### src/hw/loader_pkg.sv
// download index 0 only; port 1 takes 0x00000-0x17fff, port 2 takes 0x18000-0x37fff, rest dropped
package loader_pkg;

	// ========================================
	// widths
	// ========================================
	localparam int DL_ADDR_W  = 25;
	localparam int MEM_ADDR_W = 23;
	localparam int BYTE_W     = 8;

	// ========================================
	// download address map
	// ========================================
	// start of the 16-bit CSD sound ROM
	localparam logic [DL_ADDR_W-1:0] CSD_BASE    = 25'h0010000;
	// four sprite ROMs merged into 32-bit words
	localparam logic [DL_ADDR_W-1:0] SPRITE_BASE = 25'h0018000;
	// background and character ROMs start here, not stored
	localparam logic [DL_ADDR_W-1:0] SPRITE_END  = 25'h0038000;

	typedef enum logic {
		PORT1 = 1'b0,
		PORT2 = 1'b1
	} mem_port_e;

	// port-1 layout, word address with the byte lane below it
	typedef struct packed {
		logic [MEM_ADDR_W-1:0] word;
		logic                  lane;
	} rom_view_t;

	// port-2 layout, fields named after the rebased sprite offset bits
	typedef struct packed {
		logic [6:0]  off_hi;
		logic [14:0] off_mid;
		logic        off_b16;
		logic        off_b15;
	} sprite_view_t;

	typedef union packed {
		rom_view_t    rom_view;
		sprite_view_t sprite_view;
	} mem_addr_u;

	typedef struct packed {
		mem_port_e         port;
		mem_addr_u         addr;
		logic [BYTE_W-1:0] data;
	} write_entry_t;

endpackage

### src/hw/mem_write_if.sv
// credit flow only: a sender must never push without a credit in hand, receivers have no stall
interface mem_write_if;

	// one-cycle strobe, entry valid in the same cycle
	logic push;
	loader_pkg::write_entry_t entry;

	// one-cycle pulse per freed slot
	logic credit;

	modport sender (
		output push,
		output entry,
		input  credit
	);

	modport receiver (
		input  push,
		input  entry,
		output credit
	);

endinterface

### src/hw/rom_write_mapper.sv
// strobes with dl_ready_o low are illegal and lost; addresses at 0x38000 and above are discarded
module rom_write_mapper #(
	parameter int FIFO_DEPTH = 4
) (
	input  logic                             clk_sys,
	input  logic                             rst_i,
	input  logic                             dl_active_i,
	input  logic [7:0]                       dl_index_i,
	input  logic                             dl_wr_i,
	input  logic [loader_pkg::DL_ADDR_W-1:0] dl_addr_i,
	input  logic [loader_pkg::BYTE_W-1:0]    dl_data_i,
	output logic                             dl_ready_o,
	mem_write_if.sender                      wr_o
);

	localparam int CRED_W = $clog2(FIFO_DEPTH + 1);

	logic                             wr_last;
	logic                             strobe_rise;
	logic                             in_range;
	logic                             accept;
	logic [loader_pkg::DL_ADDR_W-1:0] sprite_off;
	logic [CRED_W-1:0]                credits;
	logic                             push_q;
	loader_pkg::write_entry_t         next_entry;
	loader_pkg::write_entry_t         entry_q;

	// one write per rising edge of the strobe, index 0 only
	assign strobe_rise = dl_active_i && dl_wr_i && !wr_last && (dl_index_i == 8'd0);
	assign accept      = strobe_rise && in_range && (credits != '0);
	assign dl_ready_o  = (credits != '0);
	assign sprite_off  = dl_addr_i - loader_pkg::SPRITE_BASE;

	// ========================================
	// address decode
	// ========================================
	always_comb begin
		next_entry      = '0;
		next_entry.data = dl_data_i;
		in_range        = 1'b1;
		if (dl_addr_i < loader_pkg::CSD_BASE) begin
			// 8-bit program and sound ROMs, linear
			next_entry.port               = loader_pkg::PORT1;
			next_entry.addr.rom_view.word = dl_addr_i[loader_pkg::MEM_ADDR_W:1];
			next_entry.addr.rom_view.lane = dl_addr_i[0];
		end else if (dl_addr_i < loader_pkg::SPRITE_BASE) begin
			// 16-bit CSD ROM, bit 14 picks the byte lane
			next_entry.port               = loader_pkg::PORT1;
			next_entry.addr.rom_view.word = {dl_addr_i[23:16], dl_addr_i[15], dl_addr_i[13:0]};
			next_entry.addr.rom_view.lane = dl_addr_i[14];
		end else if (dl_addr_i < loader_pkg::SPRITE_END) begin
			// bit 16 becomes the word LSB so two ROM halves share one 32-bit word
			next_entry.port                         = loader_pkg::PORT2;
			next_entry.addr.sprite_view.off_hi  = sprite_off[23:17];
			next_entry.addr.sprite_view.off_mid = sprite_off[14:0];
			next_entry.addr.sprite_view.off_b16 = sprite_off[16];
			next_entry.addr.sprite_view.off_b15 = sprite_off[15];
		end else begin
			in_range = 1'b0;
		end
	end

	always_ff @(posedge clk_sys) begin
		if (rst_i) begin
			wr_last <= 1'b0;
			push_q  <= 1'b0;
			credits <= CRED_W'(FIFO_DEPTH);
		end else begin
			wr_last <= dl_wr_i;
			push_q  <= accept;
			case ({accept, wr_o.credit})
				2'b10:   credits <= credits - 1'b1;
				2'b01:   credits <= credits + 1'b1;
				default: credits <= credits;
			endcase
		end
	end

	always_ff @(posedge clk_sys) begin
		if (accept) begin
			entry_q <= next_entry;
		end
	end

	assign wr_o.push  = push_q;
	assign wr_o.entry = entry_q;

	// returned credits can never exceed what the buffer holds
	a_credit_bound: assert property (@(posedge clk_sys) disable iff (rst_i)
		credits <= CRED_W'(FIFO_DEPTH))
		else $error("credit counter above FIFO_DEPTH");

	a_no_strobe_stalled: assert property (@(posedge clk_sys) disable iff (rst_i)
		strobe_rise |-> dl_ready_o)
		else $error("download strobe while out of credits");

endmodule

### src/hw/credit_fifo.sv
// relies on the upstream credit count, so a push into a full buffer is a protocol error
module credit_fifo #(
	parameter int FIFO_DEPTH = 4
) (
	input  logic          clk_sys,
	input  logic          rst_i,
	mem_write_if.receiver up_i,
	mem_write_if.sender   dn_o
);

	localparam int PTR_W = (FIFO_DEPTH > 1) ? $clog2(FIFO_DEPTH) : 1;
	localparam int CNT_W = $clog2(FIFO_DEPTH + 1);

	loader_pkg::write_entry_t mem [FIFO_DEPTH];
	logic [PTR_W-1:0]         wr_ptr;
	logic [PTR_W-1:0]         rd_ptr;
	logic [CNT_W-1:0]         count;
	logic                     empty;
	logic                     dn_credit;
	logic                     fwd;
	logic                     bypass;
	logic                     store;
	logic                     pop;
	logic                     dn_push_q;
	logic                     up_credit_q;
	loader_pkg::write_entry_t dn_entry_q;

	function automatic logic [PTR_W-1:0] next_ptr(input logic [PTR_W-1:0] ptr);
		if (ptr == PTR_W'(FIFO_DEPTH - 1)) begin
			return '0;
		end
		return ptr + 1'b1;
	endfunction

	assign empty = (count == '0);
	// the writer holds one entry, so one downstream credit
	assign fwd    = dn_credit && (!empty || up_i.push);
	// empty buffer hands the incoming entry straight through
	assign bypass = fwd && empty;
	assign store  = up_i.push && !bypass;
	assign pop    = fwd && !empty;

	always_ff @(posedge clk_sys) begin
		if (rst_i) begin
			wr_ptr      <= '0;
			rd_ptr      <= '0;
			count       <= '0;
			dn_credit   <= 1'b1;
			dn_push_q   <= 1'b0;
			up_credit_q <= 1'b0;
		end else begin
			if (store) begin
				wr_ptr <= next_ptr(wr_ptr);
			end
			if (pop) begin
				rd_ptr <= next_ptr(rd_ptr);
			end
			case ({store, pop})
				2'b10:   count <= count + 1'b1;
				2'b01:   count <= count - 1'b1;
				default: count <= count;
			endcase
			dn_credit   <= (dn_credit && !fwd) || dn_o.credit;
			dn_push_q   <= fwd;
			up_credit_q <= fwd;
		end
	end

	// ========================================
	// storage and output register
	// ========================================
	always_ff @(posedge clk_sys) begin
		if (store) begin
			mem[wr_ptr] <= up_i.entry;
		end
		if (fwd) begin
			dn_entry_q <= empty ? up_i.entry : mem[rd_ptr];
		end
	end

	assign dn_o.push   = dn_push_q;
	assign dn_o.entry  = dn_entry_q;
	assign up_i.credit = up_credit_q;

	// mapper credit count must keep pushes off a full buffer
	a_no_push_full: assert property (@(posedge clk_sys) disable iff (rst_i)
		up_i.push |-> (count != CNT_W'(FIFO_DEPTH)))
		else $error("push into full buffer");

endmodule

### src/hw/sdram_port_writer.sv
// one write in flight across both ports; ack inputs must already be in the clk_sys domain
module sdram_port_writer (
	input  logic                              clk_sys,
	input  logic                              rst_i,
	input  logic                              port1_ack_i,
	input  logic                              port2_ack_i,
	mem_write_if.receiver                     wr_i,
	output logic                              port1_req_o,
	output logic [loader_pkg::MEM_ADDR_W-1:0] port1_addr_o,
	output logic [1:0]                        port1_ds_o,
	output logic [15:0]                       port1_data_o,
	output logic                              port2_req_o,
	output logic [loader_pkg::MEM_ADDR_W-1:0] port2_addr_o,
	output logic [1:0]                        port2_ds_o,
	output logic [15:0]                       port2_data_o
);

	// index 0 is port 1, index 1 is port 2
	logic [1:0]                        req_q;
	logic [1:0]                        ack;
	logic [loader_pkg::MEM_ADDR_W-1:0] addr_q [2];
	logic [1:0]                        ds_q [2];
	logic [15:0]                       data_q [2];
	logic                              busy;
	loader_pkg::mem_port_e             cur_port;
	logic                              done;

	assign ack  = {port2_ack_i, port1_ack_i};
	assign done = busy && (ack[cur_port] == req_q[cur_port]);
	// slot is free again in the ack cycle
	assign wr_i.credit = done;

	always_ff @(posedge clk_sys) begin
		if (rst_i) begin
			req_q    <= 2'b00;
			busy     <= 1'b0;
			cur_port <= loader_pkg::PORT1;
		end else if (wr_i.push) begin
			req_q[wr_i.entry.port] <= ~req_q[wr_i.entry.port];
			busy                   <= 1'b1;
			cur_port               <= wr_i.entry.port;
		end else if (done) begin
			busy <= 1'b0;
		end
	end

	// ds upper bit selects the high byte, data goes out on both halves
	always_ff @(posedge clk_sys) begin
		if (wr_i.push) begin
			addr_q[wr_i.entry.port] <= wr_i.entry.addr.rom_view.word;
			ds_q[wr_i.entry.port]   <= {wr_i.entry.addr.rom_view.lane,
				~wr_i.entry.addr.rom_view.lane};
			data_q[wr_i.entry.port] <= {wr_i.entry.data, wr_i.entry.data};
		end
	end

	assign port1_req_o  = req_q[0];
	assign port1_addr_o = addr_q[0];
	assign port1_ds_o   = ds_q[0];
	assign port1_data_o = data_q[0];
	assign port2_req_o  = req_q[1];
	assign port2_addr_o = addr_q[1];
	assign port2_ds_o   = ds_q[1];
	assign port2_data_o = data_q[1];

	for (genvar p = 0; p < 2; p++) begin : g_hold_check
		a_hold_stable: assert property (@(posedge clk_sys) disable iff (rst_i)
			(req_q[p] != ack[p]) |=> ($stable(addr_q[p]) && $stable(data_q[p])))
			else $error("port %0d address or data changed while request pending", p + 1);
	end

endmodule

### src/hw/reset_sequencer.sv
// game stays in reset until a download has completed; the second pulse is one cycle wide
module reset_sequencer #(
	parameter int RESET_HOLD = 65535
) (
	input  logic clk_sys,
	input  logic rst_i,
	input  logic dl_active_i,
	input  logic reset_req_i,
	output logic core_reset_o
);

	localparam int CNT_W = $clog2(RESET_HOLD + 1);

	logic             dl_active_d;
	logic             rom_loaded;
	logic [CNT_W-1:0] hold_cnt;
	logic             core_reset_q;

	always_ff @(posedge clk_sys) begin
		if (rst_i) begin
			dl_active_d  <= 1'b0;
			rom_loaded   <= 1'b0;
			hold_cnt     <= CNT_W'(RESET_HOLD);
			core_reset_q <= 1'b1;
		end else begin
			dl_active_d <= dl_active_i;
			// download just ended
			if (dl_active_d && !dl_active_i) begin
				rom_loaded <= 1'b1;
			end
			if (reset_req_i || !rom_loaded) begin
				hold_cnt <= CNT_W'(RESET_HOLD);
			end else if (hold_cnt != '0) begin
				hold_cnt <= hold_cnt - 1'b1;
			end
			// the game core needs a second reset once it has run for a while
			core_reset_q <= reset_req_i || !rom_loaded || (hold_cnt == CNT_W'(1));
		end
	end

	assign core_reset_o = core_reset_q;

endmodule

### src/hw/rom_loader_top.sv
// clk_sys only; memory acks must be synchronous to clk_sys and follow the req toggle protocol
module rom_loader_top #(
	parameter int FIFO_DEPTH = 4,
	parameter int RESET_HOLD = 65535
) (
	input  logic                              clk_sys,
	input  logic                              rst_i,
	input  logic                              dl_active_i,
	input  logic [7:0]                        dl_index_i,
	input  logic                              dl_wr_i,
	input  logic [loader_pkg::DL_ADDR_W-1:0]  dl_addr_i,
	input  logic [loader_pkg::BYTE_W-1:0]     dl_data_i,
	input  logic                              reset_req_i,
	input  logic                              port1_ack_i,
	input  logic                              port2_ack_i,
	output logic                              dl_ready_o,
	output logic                              core_reset_o,
	output logic                              port1_req_o,
	output logic [loader_pkg::MEM_ADDR_W-1:0] port1_addr_o,
	output logic [1:0]                        port1_ds_o,
	output logic [15:0]                       port1_data_o,
	output logic                              port2_req_o,
	output logic [loader_pkg::MEM_ADDR_W-1:0] port2_addr_o,
	output logic [1:0]                        port2_ds_o,
	output logic [15:0]                       port2_data_o
);

	mem_write_if map_link ();
	mem_write_if mem_link ();

	// ========================================
	// download to memory path
	// ========================================
	rom_write_mapper #(
		.FIFO_DEPTH(FIFO_DEPTH)
	) u_mapper (
		.clk_sys    (clk_sys),
		.rst_i      (rst_i),
		.dl_active_i(dl_active_i),
		.dl_index_i (dl_index_i),
		.dl_wr_i    (dl_wr_i),
		.dl_addr_i  (dl_addr_i),
		.dl_data_i  (dl_data_i),
		.dl_ready_o (dl_ready_o),
		.wr_o       (map_link.sender)
	);

	credit_fifo #(
		.FIFO_DEPTH(FIFO_DEPTH)
	) u_fifo (
		.clk_sys(clk_sys),
		.rst_i  (rst_i),
		.up_i   (map_link.receiver),
		.dn_o   (mem_link.sender)
	);

	sdram_port_writer u_writer (
		.clk_sys     (clk_sys),
		.rst_i       (rst_i),
		.port1_ack_i (port1_ack_i),
		.port2_ack_i (port2_ack_i),
		.wr_i        (mem_link.receiver),
		.port1_req_o (port1_req_o),
		.port1_addr_o(port1_addr_o),
		.port1_ds_o  (port1_ds_o),
		.port1_data_o(port1_data_o),
		.port2_req_o (port2_req_o),
		.port2_addr_o(port2_addr_o),
		.port2_ds_o  (port2_ds_o),
		.port2_data_o(port2_data_o)
	);

	// game reset follows the end of the download
	reset_sequencer #(
		.RESET_HOLD(RESET_HOLD)
	) u_reset (
		.clk_sys     (clk_sys),
		.rst_i       (rst_i),
		.dl_active_i (dl_active_i),
		.reset_req_i (reset_req_i),
		.core_reset_o(core_reset_o)
	);

endmodule

### config.mk
export PLATFORM = sky130hd
export DESIGN_NAME = rom_loader_top
export DESIGN_NICKNAME = d
export VERILOG_FILES = /design/src/hw/loader_pkg.sv /design/src/hw/mem_write_if.sv /design/src/hw/rom_write_mapper.sv /design/src/hw/credit_fifo.sv /design/src/hw/sdram_port_writer.sv /design/src/hw/reset_sequencer.sv /design/src/hw/rom_loader_top.sv
export SDC_FILE = /design/constraint.sdc
export NUM_CORES = 1
export LEC_CHECK = 0
export ABC_AREA = 0
export CORE_MARGIN = 2
export CORE_UTILIZATION = 45
export DETAILED_ROUTE_END_ITERATION = 10
export DONT_BUFFER_PORTS = 1
export PLACE_DENSITY_LB_ADDON = 0.08
export SLEW_MARGIN = 20
export SYNTH_ARGS = -nofsm -noshare
export SYNTH_HDL_FRONTEND = slang
export SYNTH_SLANG_ARGS = --single-unit
### constraint.sdc
create_clock -name clk_sys -period 2.7 [get_ports clk_sys]
set_clock_uncertainty 0.1 [all_clocks]
set_input_delay 0.405 -clock clk_sys [delete_from_list [all_inputs] [get_ports clk_sys]]
set_output_delay 0.405 -clock clk_sys [all_outputs]
set_load 0.02 [all_outputs]
Yosys cells after proc, flatten, opt, wreduce, memory -nomap -nowiden. Memory sizes are Yosys's and may differ from the RTL's. A register that Yosys moved wholly into a read port is not among the register bits. Cells that the tools add are included.

Add/subtract/negate cells: 8. Reductions and logical operators: 32. Bitwise logic cells: 2. Mux-type cells: 36. Magnitude comparators: 6. Eq/ne operators: 8.

Operators by type and width (count): 25-bit by 17-bit less-than comparator with 1-bit output (second input constant) (2); 24-bit two-way mux (2); 33-bit two-way mux (1); 25-bit by 18-bit less-than comparator with 1-bit output (second input constant) (1); 25-bit two-way mux (1); 24-bit by 17-bit subtractor with 24-bit output (second input constant) (1); 1-bit two-way mux (22); 16-bit by 1-bit equality test with 1-bit output (second input constant) (1); 16-bit nonzero test (1); 16-bit by 1-bit subtractor with 16-bit output (second input constant) (1); 1-bit logical AND (13); 2-bit two-way mux (6); 3-bit case mux with 2 select lines (2); 2-bit equality test (second input constant) (4); 8-bit logical NOT (1); 3-bit by 1-bit adder with 3-bit output (second input constant) (2); 1-bit logical NOT (6); 2-bit nonzero test (3); 3-bit by 1-bit subtractor with 3-bit output (second input constant) (2); 2-bit by 1-bit adder with 2-bit output (second input constant) (2); 2-bit by 1-bit equality test with 1-bit output (second input constant) (2); 1-bit logical OR (4); 1-bit by 2-bit less-than comparator with 1-bit output (second input constant) (2); 2-bit OR reduction (2); other kinds (7) (8).

Memories: 4. RAM bits: 214. Logic and storage cells: 117. Bits of input ports: 48. Flip-flop bits (word level): 103.

Memories: u_fifo.mem (words 4, bits a word 33, read ports 1, clocked after Yosys merged registers in 1, write ports 1, line credit_fifo.sv:14) `loader_pkg::write_entry_t mem [FIFO_DEPTH];`; u_writer.addr_q (words 2, bits a word 23, read ports 2, clocked after Yosys merged registers in 0, write ports 1, line sdram_port_writer.sv:21) `logic [loader_pkg::MEM_ADDR_W-1:0] addr_q [2];`; u_writer.data_q (words 2, bits a word 16, read ports 2, clocked after Yosys merged registers in 0, write ports 1, line sdram_port_writer.sv:23) `logic [15:0] data_q [2];`; u_writer.ds_q (words 2, bits a word 2, read ports 2, clocked after Yosys merged registers in 0, write ports 1, line sdram_port_writer.sv:22) `logic [1:0] ds_q [2];`.

Depth between registers and ports, before layout. Gate-level depths: netlist of the first run.

Word-level depth: 10. Mapped depth: 10. Depth with buffers taken out: 9.

Modules after synthesis. From an unflattened synthesis of the first run, not the netlist that was laid out.

Cells, all modules: 680. Area total of the unflattened synthesis: 11936.4 µm².

By module, submodules not included: credit_fifo (seq. area each 5175.0 µm², times used 1, cells each 300, area an instance 6715.2 µm²); sdram_port_writer (seq. area each 2062.0 µm², times used 1, cells each 103, area an instance 2289.7 µm²); rom_write_mapper (seq. area each 1091.0 µm², times used 1, cells each 172, area an instance 1984.4 µm²); reset_sequencer (seq. area each 380.4 µm², times used 1, cells each 105, area an instance 947.2 µm²).

Worst setup path before layout of the first run. Ideal clock, no wire load.

Path kind: in2reg. Start: input port dl_active_i. End: register u_mapper.credits[2]. Path slack: 78 ps. Buffers on the path: 0. Stages: 9. Arrival: 2390 ps. Data required time: 2468 ps. Path through: inv_1 > or4_1 > a2111o_1 > ha_1 > inv_1 > fa_1 > xor2_1 > nor3_1 > or3b_2.

Cells in the longest elaborated chain, start to end: 7. Elaborated cells between the ends (all ways): 9.

RTL lines: start, declared (line rom_loader_top.sv:8) `input logic dl_active_i,`; 1-bit logical AND (*) (3 in series) (line rom_write_mapper.sv:29) `assign strobe_rise = dl_active_i && dl_wr_i && !wr_last && (dl_index_i == 8'd0);`; 1-bit logical AND (*) (2 in series) (line rom_write_mapper.sv:30) `assign accept = strobe_rise && in_range && (credits != '0);`; 2-bit by 1-bit equality test with 1-bit output / 2-bit equality test (equally long branches) (line rom_write_mapper.sv:71) `case ({accept, wr_o.credit})`; 3-bit case mux with 2 select lines / 2-bit nonzero test (equally long branches); end signal, assigned (line rom_write_mapper.sv:72) `2'b10: credits <= credits - 1'b1;`; end signal, assigned (line rom_write_mapper.sv:73) `2'b01: credits <= credits + 1'b1;`; end signal, assigned (line rom_write_mapper.sv:74) `default: credits <= credits;`; end, declared (line rom_write_mapper.sv:23) `logic [CRED_W-1:0] credits;`.

Mark *: on every way between the ends. The rest lies on a longest branch, timed or not. A chain may end at the register's enable or synchronous reset.

Worst setup path in the final report of the first run. Same ends and word-level chain as after synthesis.

==> results of run 1 <==
## kinds of logic after synthesis
kind of cell | synth area share, %
fa+ha+maj | 1.425
flops | 75.15
xor+xnor | 0.9069
other cells | 0.03236
mux | 10.15
buf+inv | 2.570
simple gates | 5.960
compound gates | 3.811
## worst max-delay path by stage
stage / start / end / depth (start not counted)
5_1_grt: dl_active_i / u_mapper.credits[2]$_SDFFE_PP1P_ / 10
6_report: dl_active_i / u_mapper.credits[2]$_SDFFE_PP1P_ / 10
2_1_floorplan: dl_active_i / u_mapper.credits[2]$_SDFFE_PP1P_ / 9
3_3_place_gp: dl_active_i / u_mapper.credits[2]$_SDFFE_PP1P_ / 9
3_5_place_dp: dl_active_i / u_mapper.credits[2]$_SDFFE_PP1P_ / 9
4_1_cts: dl_active_i / u_mapper.credits[2]$_SDFFE_PP1P_ / 10
## synth_stat cells, types with 5 or more instances
| cell | count | area (um^2) |
|---|---|---|
| edfxtp_1 | 264 | 7928 |
| dfxtp_1 | 39 | 780.8 |
| mux2_2 | 34 | 382.9 |
| mux4_2 | 33 | 743.2 |
| a21oi_1 | 29 | 145.1 |
| nor2_1 | 28 | 105.1 |
| nor2b_1 | 19 | 118.9 |
| inv_1 | 18 | 67.56 |
| buf_4 | 17 | 127.6 |
| o2bb2ai_1 | 14 | 122.6 |
| clkbuf_1 | 13 | 48.80 |
| nor3_1 | 11 | 55.05 |
| o21ai_0 | 11 | 55.05 |
| ha_1 | 10 | 125.1 |
| nand2_1 | 10 | 37.54 |
| nand3_1 | 9 | 45.04 |
| buf_2 | 7 | 35.03 |
| xor2_1 | 7 | 61.31 |
| or3_1 | 6 | 37.54 |
| and2_1 | 5 | 31.28 |
| mux2i_1 | 5 | 50.05 |
| nand4_1 | 5 | 31.28 |
| or4_1 | 5 | 37.54 |
| xnor2_1 | 5 | 43.79 |
## state kept, by name, summed over array words and instances, names as in the netlist, 3 cells and up, named ones only
register,cells
u_fifo.dn_o.entry,33
u_reset.hold_cnt,16
u_mapper.credits,3
u_mapper.wr_o.entry,33
u_fifo.mem,132
u_fifo.count,3
u_writer.ds_q,4
u_writer.addr_q,46
u_writer.data_q,16
## per-stage QoR
stage,area [um^2],util [%]
4_1_cts,13130,52.01
3_5_place_dp,11940,47.29
5_1_grt,13180,52.18
2_1_floorplan,11600,-
6_report,13180,52.18
3_3_place_gp,11940,47.29
## layer usage
| metal | share of wire (%) | global-route usage (%) |
|---|---|---|
| met1 | 43 | 21.91 |
| met5 | 0 | 0 |
| met4 | 2.8 | 5.217 |
| met2 | 50 | 28.20 |
| met3 | 4.5 | 2.788 |
## where the power goes
group / internal [mW] / switching [mW] / total [mW]
Sequential: 5.49 / 0.240 / 5.73
Combinational: 0.597 / 0.718 / 1.32
Clock: 2.18 / 1.65 / 3.83
## final cells by class
cell class | instances | area share (%)
repair buffers | 45 | 3.304
multi-input cells | 291 | 20.13
flip-flops and latches | 303 | 66.10
inverters | 18 | 0.5127
clock inverters | 15 | 0.6836
clock buffers | 40 | 6.143
well taps | 330 | 3.133
## critical path, stage by stage
cell           delay [ps]
dlygate4sd3_1         520
inv_1                  60
or4_1                 510
a2111o_1              350
ha_4                  190
inv_2                  60
fa_2                  210
xor2_2                 80
o21ai_1               140
or3b_4                380
## what timing repair did
item / in CTS / in global routing
gates resized for setup: 0 / 9
hold buffers: 29 / 0
setup endpoints to repair: 0 / 1
buffers inserted: 0 / 1
endpoints found under the hold margin: 49 / 0
==> metrics.md, run 1 <==
| Metric | Value |
|---|---|
| Startpoint types | `input pin` |
| Setup violators final | `0` |
| Slew Limit Fails | `0` |
| Min-Delay Endpoint | `u_mapper.wr_o.entry[16]$_DFFE_PP_` |
| Critical Path RT | `3020 ps` |
| Antenna diode count | `0` |
| Synth cell types | `53` |
| Initial antenna violation count | `0` |
| Worst EP arrival | `2910 ps` |
| DP Wirelength | `12570 um` |
| Largest net degree at the start of global routing | `35` |
| RR Startpoint | `u_fifo.count[0]$_SDFFE_PP0P_` |
| Peak VDD IR | `0.5466 mV` |
| Worst r2r dst | `u_fifo.count[2]$_SDFFE_PP0P_` |
| Fin crit share | `96.12%` |
| Area of the multi-input gates | `0.002653 mm^2` |
| TritonCTS clock tree | `built` |
| IO Count | `134` |
| Crit end category | `flip-flop` |
| Max transition margin | `31.23%` |
| Achievable Freq | `385.3 MHz` |
| Worst-margin pin slew | `1032 ps` |
| Htree depth | `1` |
| Hold Crit Class | `in2reg` |
| Vias in the first global route | `6042` |
| Max-cap violation count | `0` |
| Die H | `164.5 um` |
| Residual DRC | `0` |
| Longest Clk Path Bufs | `3` |
| Detailed-route wire length per cell | `21.29 um` |
| Status | `finished clean` |
| Placed instance count | `957` |
| Register area share after synthesis | `75.15%` |
| Ys Warns | `0` |
| Initial DRC Count | `338` |
| Syn_area_per_cell | `17.86 um^2` |
| Layout cells sized above 1 | `20.79%` |
| Fin worst setup slack | `104.8 ps` |
| Total core area | `0.02525 mm^2` |
| Leading cell type in the layout, fill and taps excluded | `edfxtp_1` |
| # rows | `58` |
| Clk root buf | `clkbuf_16` |
| Port buffer count | `0` |
| Total grt overflow | `0` |
| ANT nets after route | `0` |
| Reg clk slew, reported paths | `60 ps` |
| Mapped cell area | `0.01159 mm^2` |
| Dpl ws | `-22.75 ps` |
| Post-route insts no fill | `1042` |
| CTS Buf Count | `31` |
| Worst-skew pair later-pin latency | `550 ps` |
| Setup TNS Final | `0 ps` |
| Reg2Reg Depth | `9` |
| Clock Sinks | `303` |
| Fillers | `2038` |
| Die X | `164.5 um` |
| Final #Nets | `750` |
| Global-route usage over all layers | `16.58%` |
| P_leak | `4.251 nW` |
| Global placer's final weighted congestion | `0.7277` |
| Die ar. | `0.02705 mm^2` |
| Via-per-instance ratio | `5.502` |
| Power Density | `825.0 mW/mm^2` |
| First-pass GRT wire length | `34430 um` |
| Number of synthesized flops with an enable pin | `264` |
| Unrepaired setup endpoints after global routing | `false` |
| Initial Util | `45.89%` |
| Min Tclk post-route | `2595 ps` |
| Hold slack | `38.43 ps` |
| Main synth FF type | `edfxtp_1` |
| Setup CP Type | `in2reg` |
| Pwr Total | `10.87 mW` |
| WL final | `22180 um` |
| Async SR Flop Fraction | `0%` |
| Area grow syn2layout | `13.72%` |
| Yosys reg bits | `303` |
| Via count | `5733` |
| Min-delay src | `dl_addr_i[7]` |
| Drt pass-1 iters | `7` |
| Storage element area | `0.008711 mm^2` |
| CP max FO | `3` |
| Final hold vios | `0` |
| Most frequent cells in the layout | `264 x edfxtp_1, 37 x dfxtp_1, 34 x mux2_2, 33 x mux4_2, 31 x clkbuf_16` |
| Post-synthesis cell count | `649` |
| Worst Hold Depth | `2` |
| R2r setup slk | `180 ps` |
(Power assumes the default switching activity.)
==> run 2: changes to the inputs <==
SYNTH_HIERARCHICAL = 1   (was unset)
==> metrics.md, run 2 <==
| Metric | Value |
|---|---|
| Initial antenna violation count | `0 (unchanged)` |
| Htree depth | `1 (unchanged)` |
| Hold Crit Class | `in2reg` |
| Number of synthesized flops with an enable pin | `264 (unchanged)` |
| Setup TNS Final | `0 ps (unchanged)` |
| Worst-margin pin slew | `786.0 ps (-245.5 ps)` |
| Port buffer count | `0 (unchanged)` |
| Setup CP Type | `reg2reg` |
| Clock Sinks | `303 (unchanged)` |
| Largest registers | `u_fifo/mem: 132 flops, u_writer/addr_q: 46 flops` |
| Detailed-route wire length per cell | `20.15 um (-5.3%)` |
| Crit end category | `flip-flop` |
| Yosys reg bits | `303 (unchanged)` |
| Global-route usage over all layers | `15.23% (-1.4 points)` |
| Yosys top cell area share | `66.42% (-2.0 points)` |
| P_leak | `4.138 nW (-2.7%)` |
| Area grow syn2layout | `12.11%` |
| Area of the multi-input gates | `0.002919 mm^2 (+10%)` |
| Post-synthesis cell count | `680 (+4.8%)` |
| Max-cap violation count | `0 (unchanged)` |
| Worst-skew pair later-pin latency | `550 ps (about the same)` |
| Layout cells sized above 1 | `21.04% (+0.25 points)` |
| RR Startpoint | `u_mapper/credits[0]$_SDFFE_PP0P_` |
| Global placer's final weighted congestion | `0.8002 (+10%)` |
| Synth area leader | `edfxtp_1` |
| Final #Nets | `768 (+2.4%)` |
| Worst EP arrival | `2860 ps (-50 ps)` |
| Max reg flops | `132 (unchanged)` |
| Mapped cell area | `0.01194 mm^2 (+3.0%)` |
| Critical Path RT | `3010 ps (about the same)` |
| Register area share after synthesis | `72.96% (-2.2 points)` |
| First-pass GRT wire length | `33550 um (-2.5%)` |
| Reg2Reg Depth | `9 (unchanged)` |
| Pwr Total | `11.18 mW (+2.8%)` |
| Residual DRC | `0 (unchanged)` |
| Max transition margin | `47.20% (+16 points)` |
| Most frequent cells in the layout | `264 x edfxtp_1, 37 x dfxtp_1, 34 x mux2_2, 33 x mux4_2, 30 x clkbuf_16` |
| Post-CTS setup buffers | `0 (unchanged)` |
| DP Wirelength | `13110 um (+4.3%)` |
| Die X | `166.9 um (+1.5%)` |
| Final hold vios | `0 (unchanged)` |
| CP startpoint | `u_mapper/credits[0]$_SDFFE_PP0P_` |
| Die ar. | `0.02784 mm^2 (+2.9%)` |
| R2r setup slk | `150 ps (-30 ps)` |
| Drt pass-1 iters | `4 (-3)` |
| Total core area | `0.02606 mm^2 (+3.2%)` |
| Antenna diode count | `0 (unchanged)` |
| Initial DRC Count | `372 (+10%)` |
| Achievable Freq | `392.9 MHz (+2.0%)` |
| Peak VDD IR | `0.5246 mV (-4.0%)` |
| Fin crit share | `94.26% (-1.9 points)` |
| Total grt overflow | `0 (unchanged)` |
| # rows | `59 (+1.7%)` |
| Main synth FF type | `edfxtp_1` |
| Slew Limit Fails | `0 (unchanged)` |
| Via count | `5898 (+2.9%)` |
| Longest Clk Path Bufs | `3 (unchanged)` |
| WL final | `21510 um (-3.1%)` |
| ANT nets after route | `0 (unchanged)` |
| Synth area leaders | `edfxtp_1 66%, dfxtp_1 6.5%, mux4_2 6.2%` |
| Async SR Flop Fraction | `0% (unchanged)` |
| CP max FO | `3 (unchanged)` |
| TritonCTS clock tree | `built` |
| Unrepaired setup endpoints after global routing | `false` |
| Largest net degree at the start of global routing | `36 (+2.9%)` |
| Storage element area | `0.008711 mm^2 (unchanged)` |
| Worst r2r dst | `u_mapper/credits[2]$_SDFFE_PP1P_` |
| Synth cell types | `58 (+9.4%)` |
| Clk root buf | `clkbuf_16` |
| IO Count | `134 (unchanged)` |
| CTS Buf Count | `30 (-3.2%)` |
| Via-per-instance ratio | `5.528 (+0.47%)` |
| Fillers | `2113 (+3.7%)` |
| Die H | `166.9 um (+1.5%)` |
| Leading cell type in the layout, fill and taps excluded | `edfxtp_1` |
| Vias in the first global route | `6115 (+1.2%)` |
| Syn_area_per_cell | `17.55 um^2 (-1.7%)` |
| Status | `finished clean` |
| Setup violators final | `0 (unchanged)` |
| Top reg by flops | `u_fifo/mem` |
| Most instantiated cells after synthesis | `264 x edfxtp_1, 39 x dfxtp_1, 34 x mux2_2` |
| Min Tclk post-route | `2545 ps (-50.09 ps)` |
| Ys Warns | `6 (+6)` |
| Most common cell in the synthesized netlist | `edfxtp_1` |
| Startpoint types | `flip-flop` |
| Reg clk slew, reported paths | `60 ps (about the same)` |
| Worst Setup EP | `u_mapper/credits[2]$_SDFFE_PP1P_` |
| Power Density | `835.4 mW/mm^2 (+1.3%)` |
| Initial Util | `45.81% (-0.082 points)` |
## run 2: what timing repair did
item	CTS	global route
endpoints found under the hold margin	31	0
resized for setup	0	2
hold buffers	15	0
endpoints found under the setup margin	0	1
## run 2: layer usage
metal / GRT usage, % / vias up / routed length [um]
met5: 0 / - / 0
met4: 3.861 / 0 / 397
met3: 2.590 / 35 / 974
met2: 25.98 / 175 / 10670
met1: 20.42 / 2990 / 9463
li1: - / 2698 / -
## run 2: critical path: stages, from the launching register on
cell and delay [ps]:
dfxtp_1 350, or3_4 390, nand4_1 120, or2_1 110, ha_1 170, inv_1 60, fa_1 380, xor2_1 170
o21ai_1 120, or3b_2 460
## run 2: cells by family after synthesis
group,synth area share [%]
flip-flops,72.96
AND/OR/NAND/NOR,7.621
AO/OA/AOI/OAI,4.403
multiplexers,9.937
buffers and inverters,2.935
adder cells (fa/ha/maj),1.384
XOR/XNOR,0.7338
other,0.03142
## run 2: area by class of cell
| class | instances | area share [%] |
|---|---|---|
| sequential | 303 | 65.10 |
| multi-input combinational | 321 | 21.81 |
| clock buffer | 38 | 5.834 |
| tap | 335 | 3.132 |
| timing repair buffer | 37 | 2.730 |
| inverter | 15 | 0.4208 |
| clock inverter | 18 | 0.9724 |
## run 2: per-stage QoR
stage | worst slack [ps] | utilization (%) | std cells | hold WS [ps] | area (um^2)
after global routing | 7.063 | 51.35 | 1067 | 19.09 | 13380
after global placement | 43.67 | 47.26 | 996 | 323.5 | 12320
after floorplan | 9.631 | - | 683 | 321.5 | 11950
after CTS | 58.61 | 51.33 | 1067 | 4.272 | 13380
after detailed placement | -72.78 | 47.26 | 996 | 333.8 | 12320
final | 154.9 | 51.35 | 1067 | 20.24 | 13380
## run 2: power by group
group	switching, mW	total [mW]	leakage (nW)	internal [mW]
clock	1.66	3.80	0.438	2.14
sequential	0.292	5.86	2.63	5.57
combinational	0.807	1.51	1.07	0.708
total	2.76	11.2	4.14	8.42
## run 2: worst min-delay path by stage
stage,depth (start not counted),from,endpoint
after global routing,3,port1_ack_i,u_writer/busy$_SDFFE_PP0P_
after floorplan,0,u_fifo/dn_o.entry[9]$_DFFE_PN_,u_writer/addr_q[0][0]$_DFFE_PP_
after global placement,0,u_fifo/dn_o.entry[3]$_DFFE_PN_,u_writer/data_q[0][11]$_DFFE_PP_
final,3,port1_ack_i,u_writer/busy$_SDFFE_PP0P_
after CTS,3,port1_ack_i,u_writer/busy$_SDFFE_PP0P_
after detailed placement,0,u_fifo/dn_o.entry[31]$_DFFE_PN_,u_writer/addr_q[1][22]$_DFFE_PP_
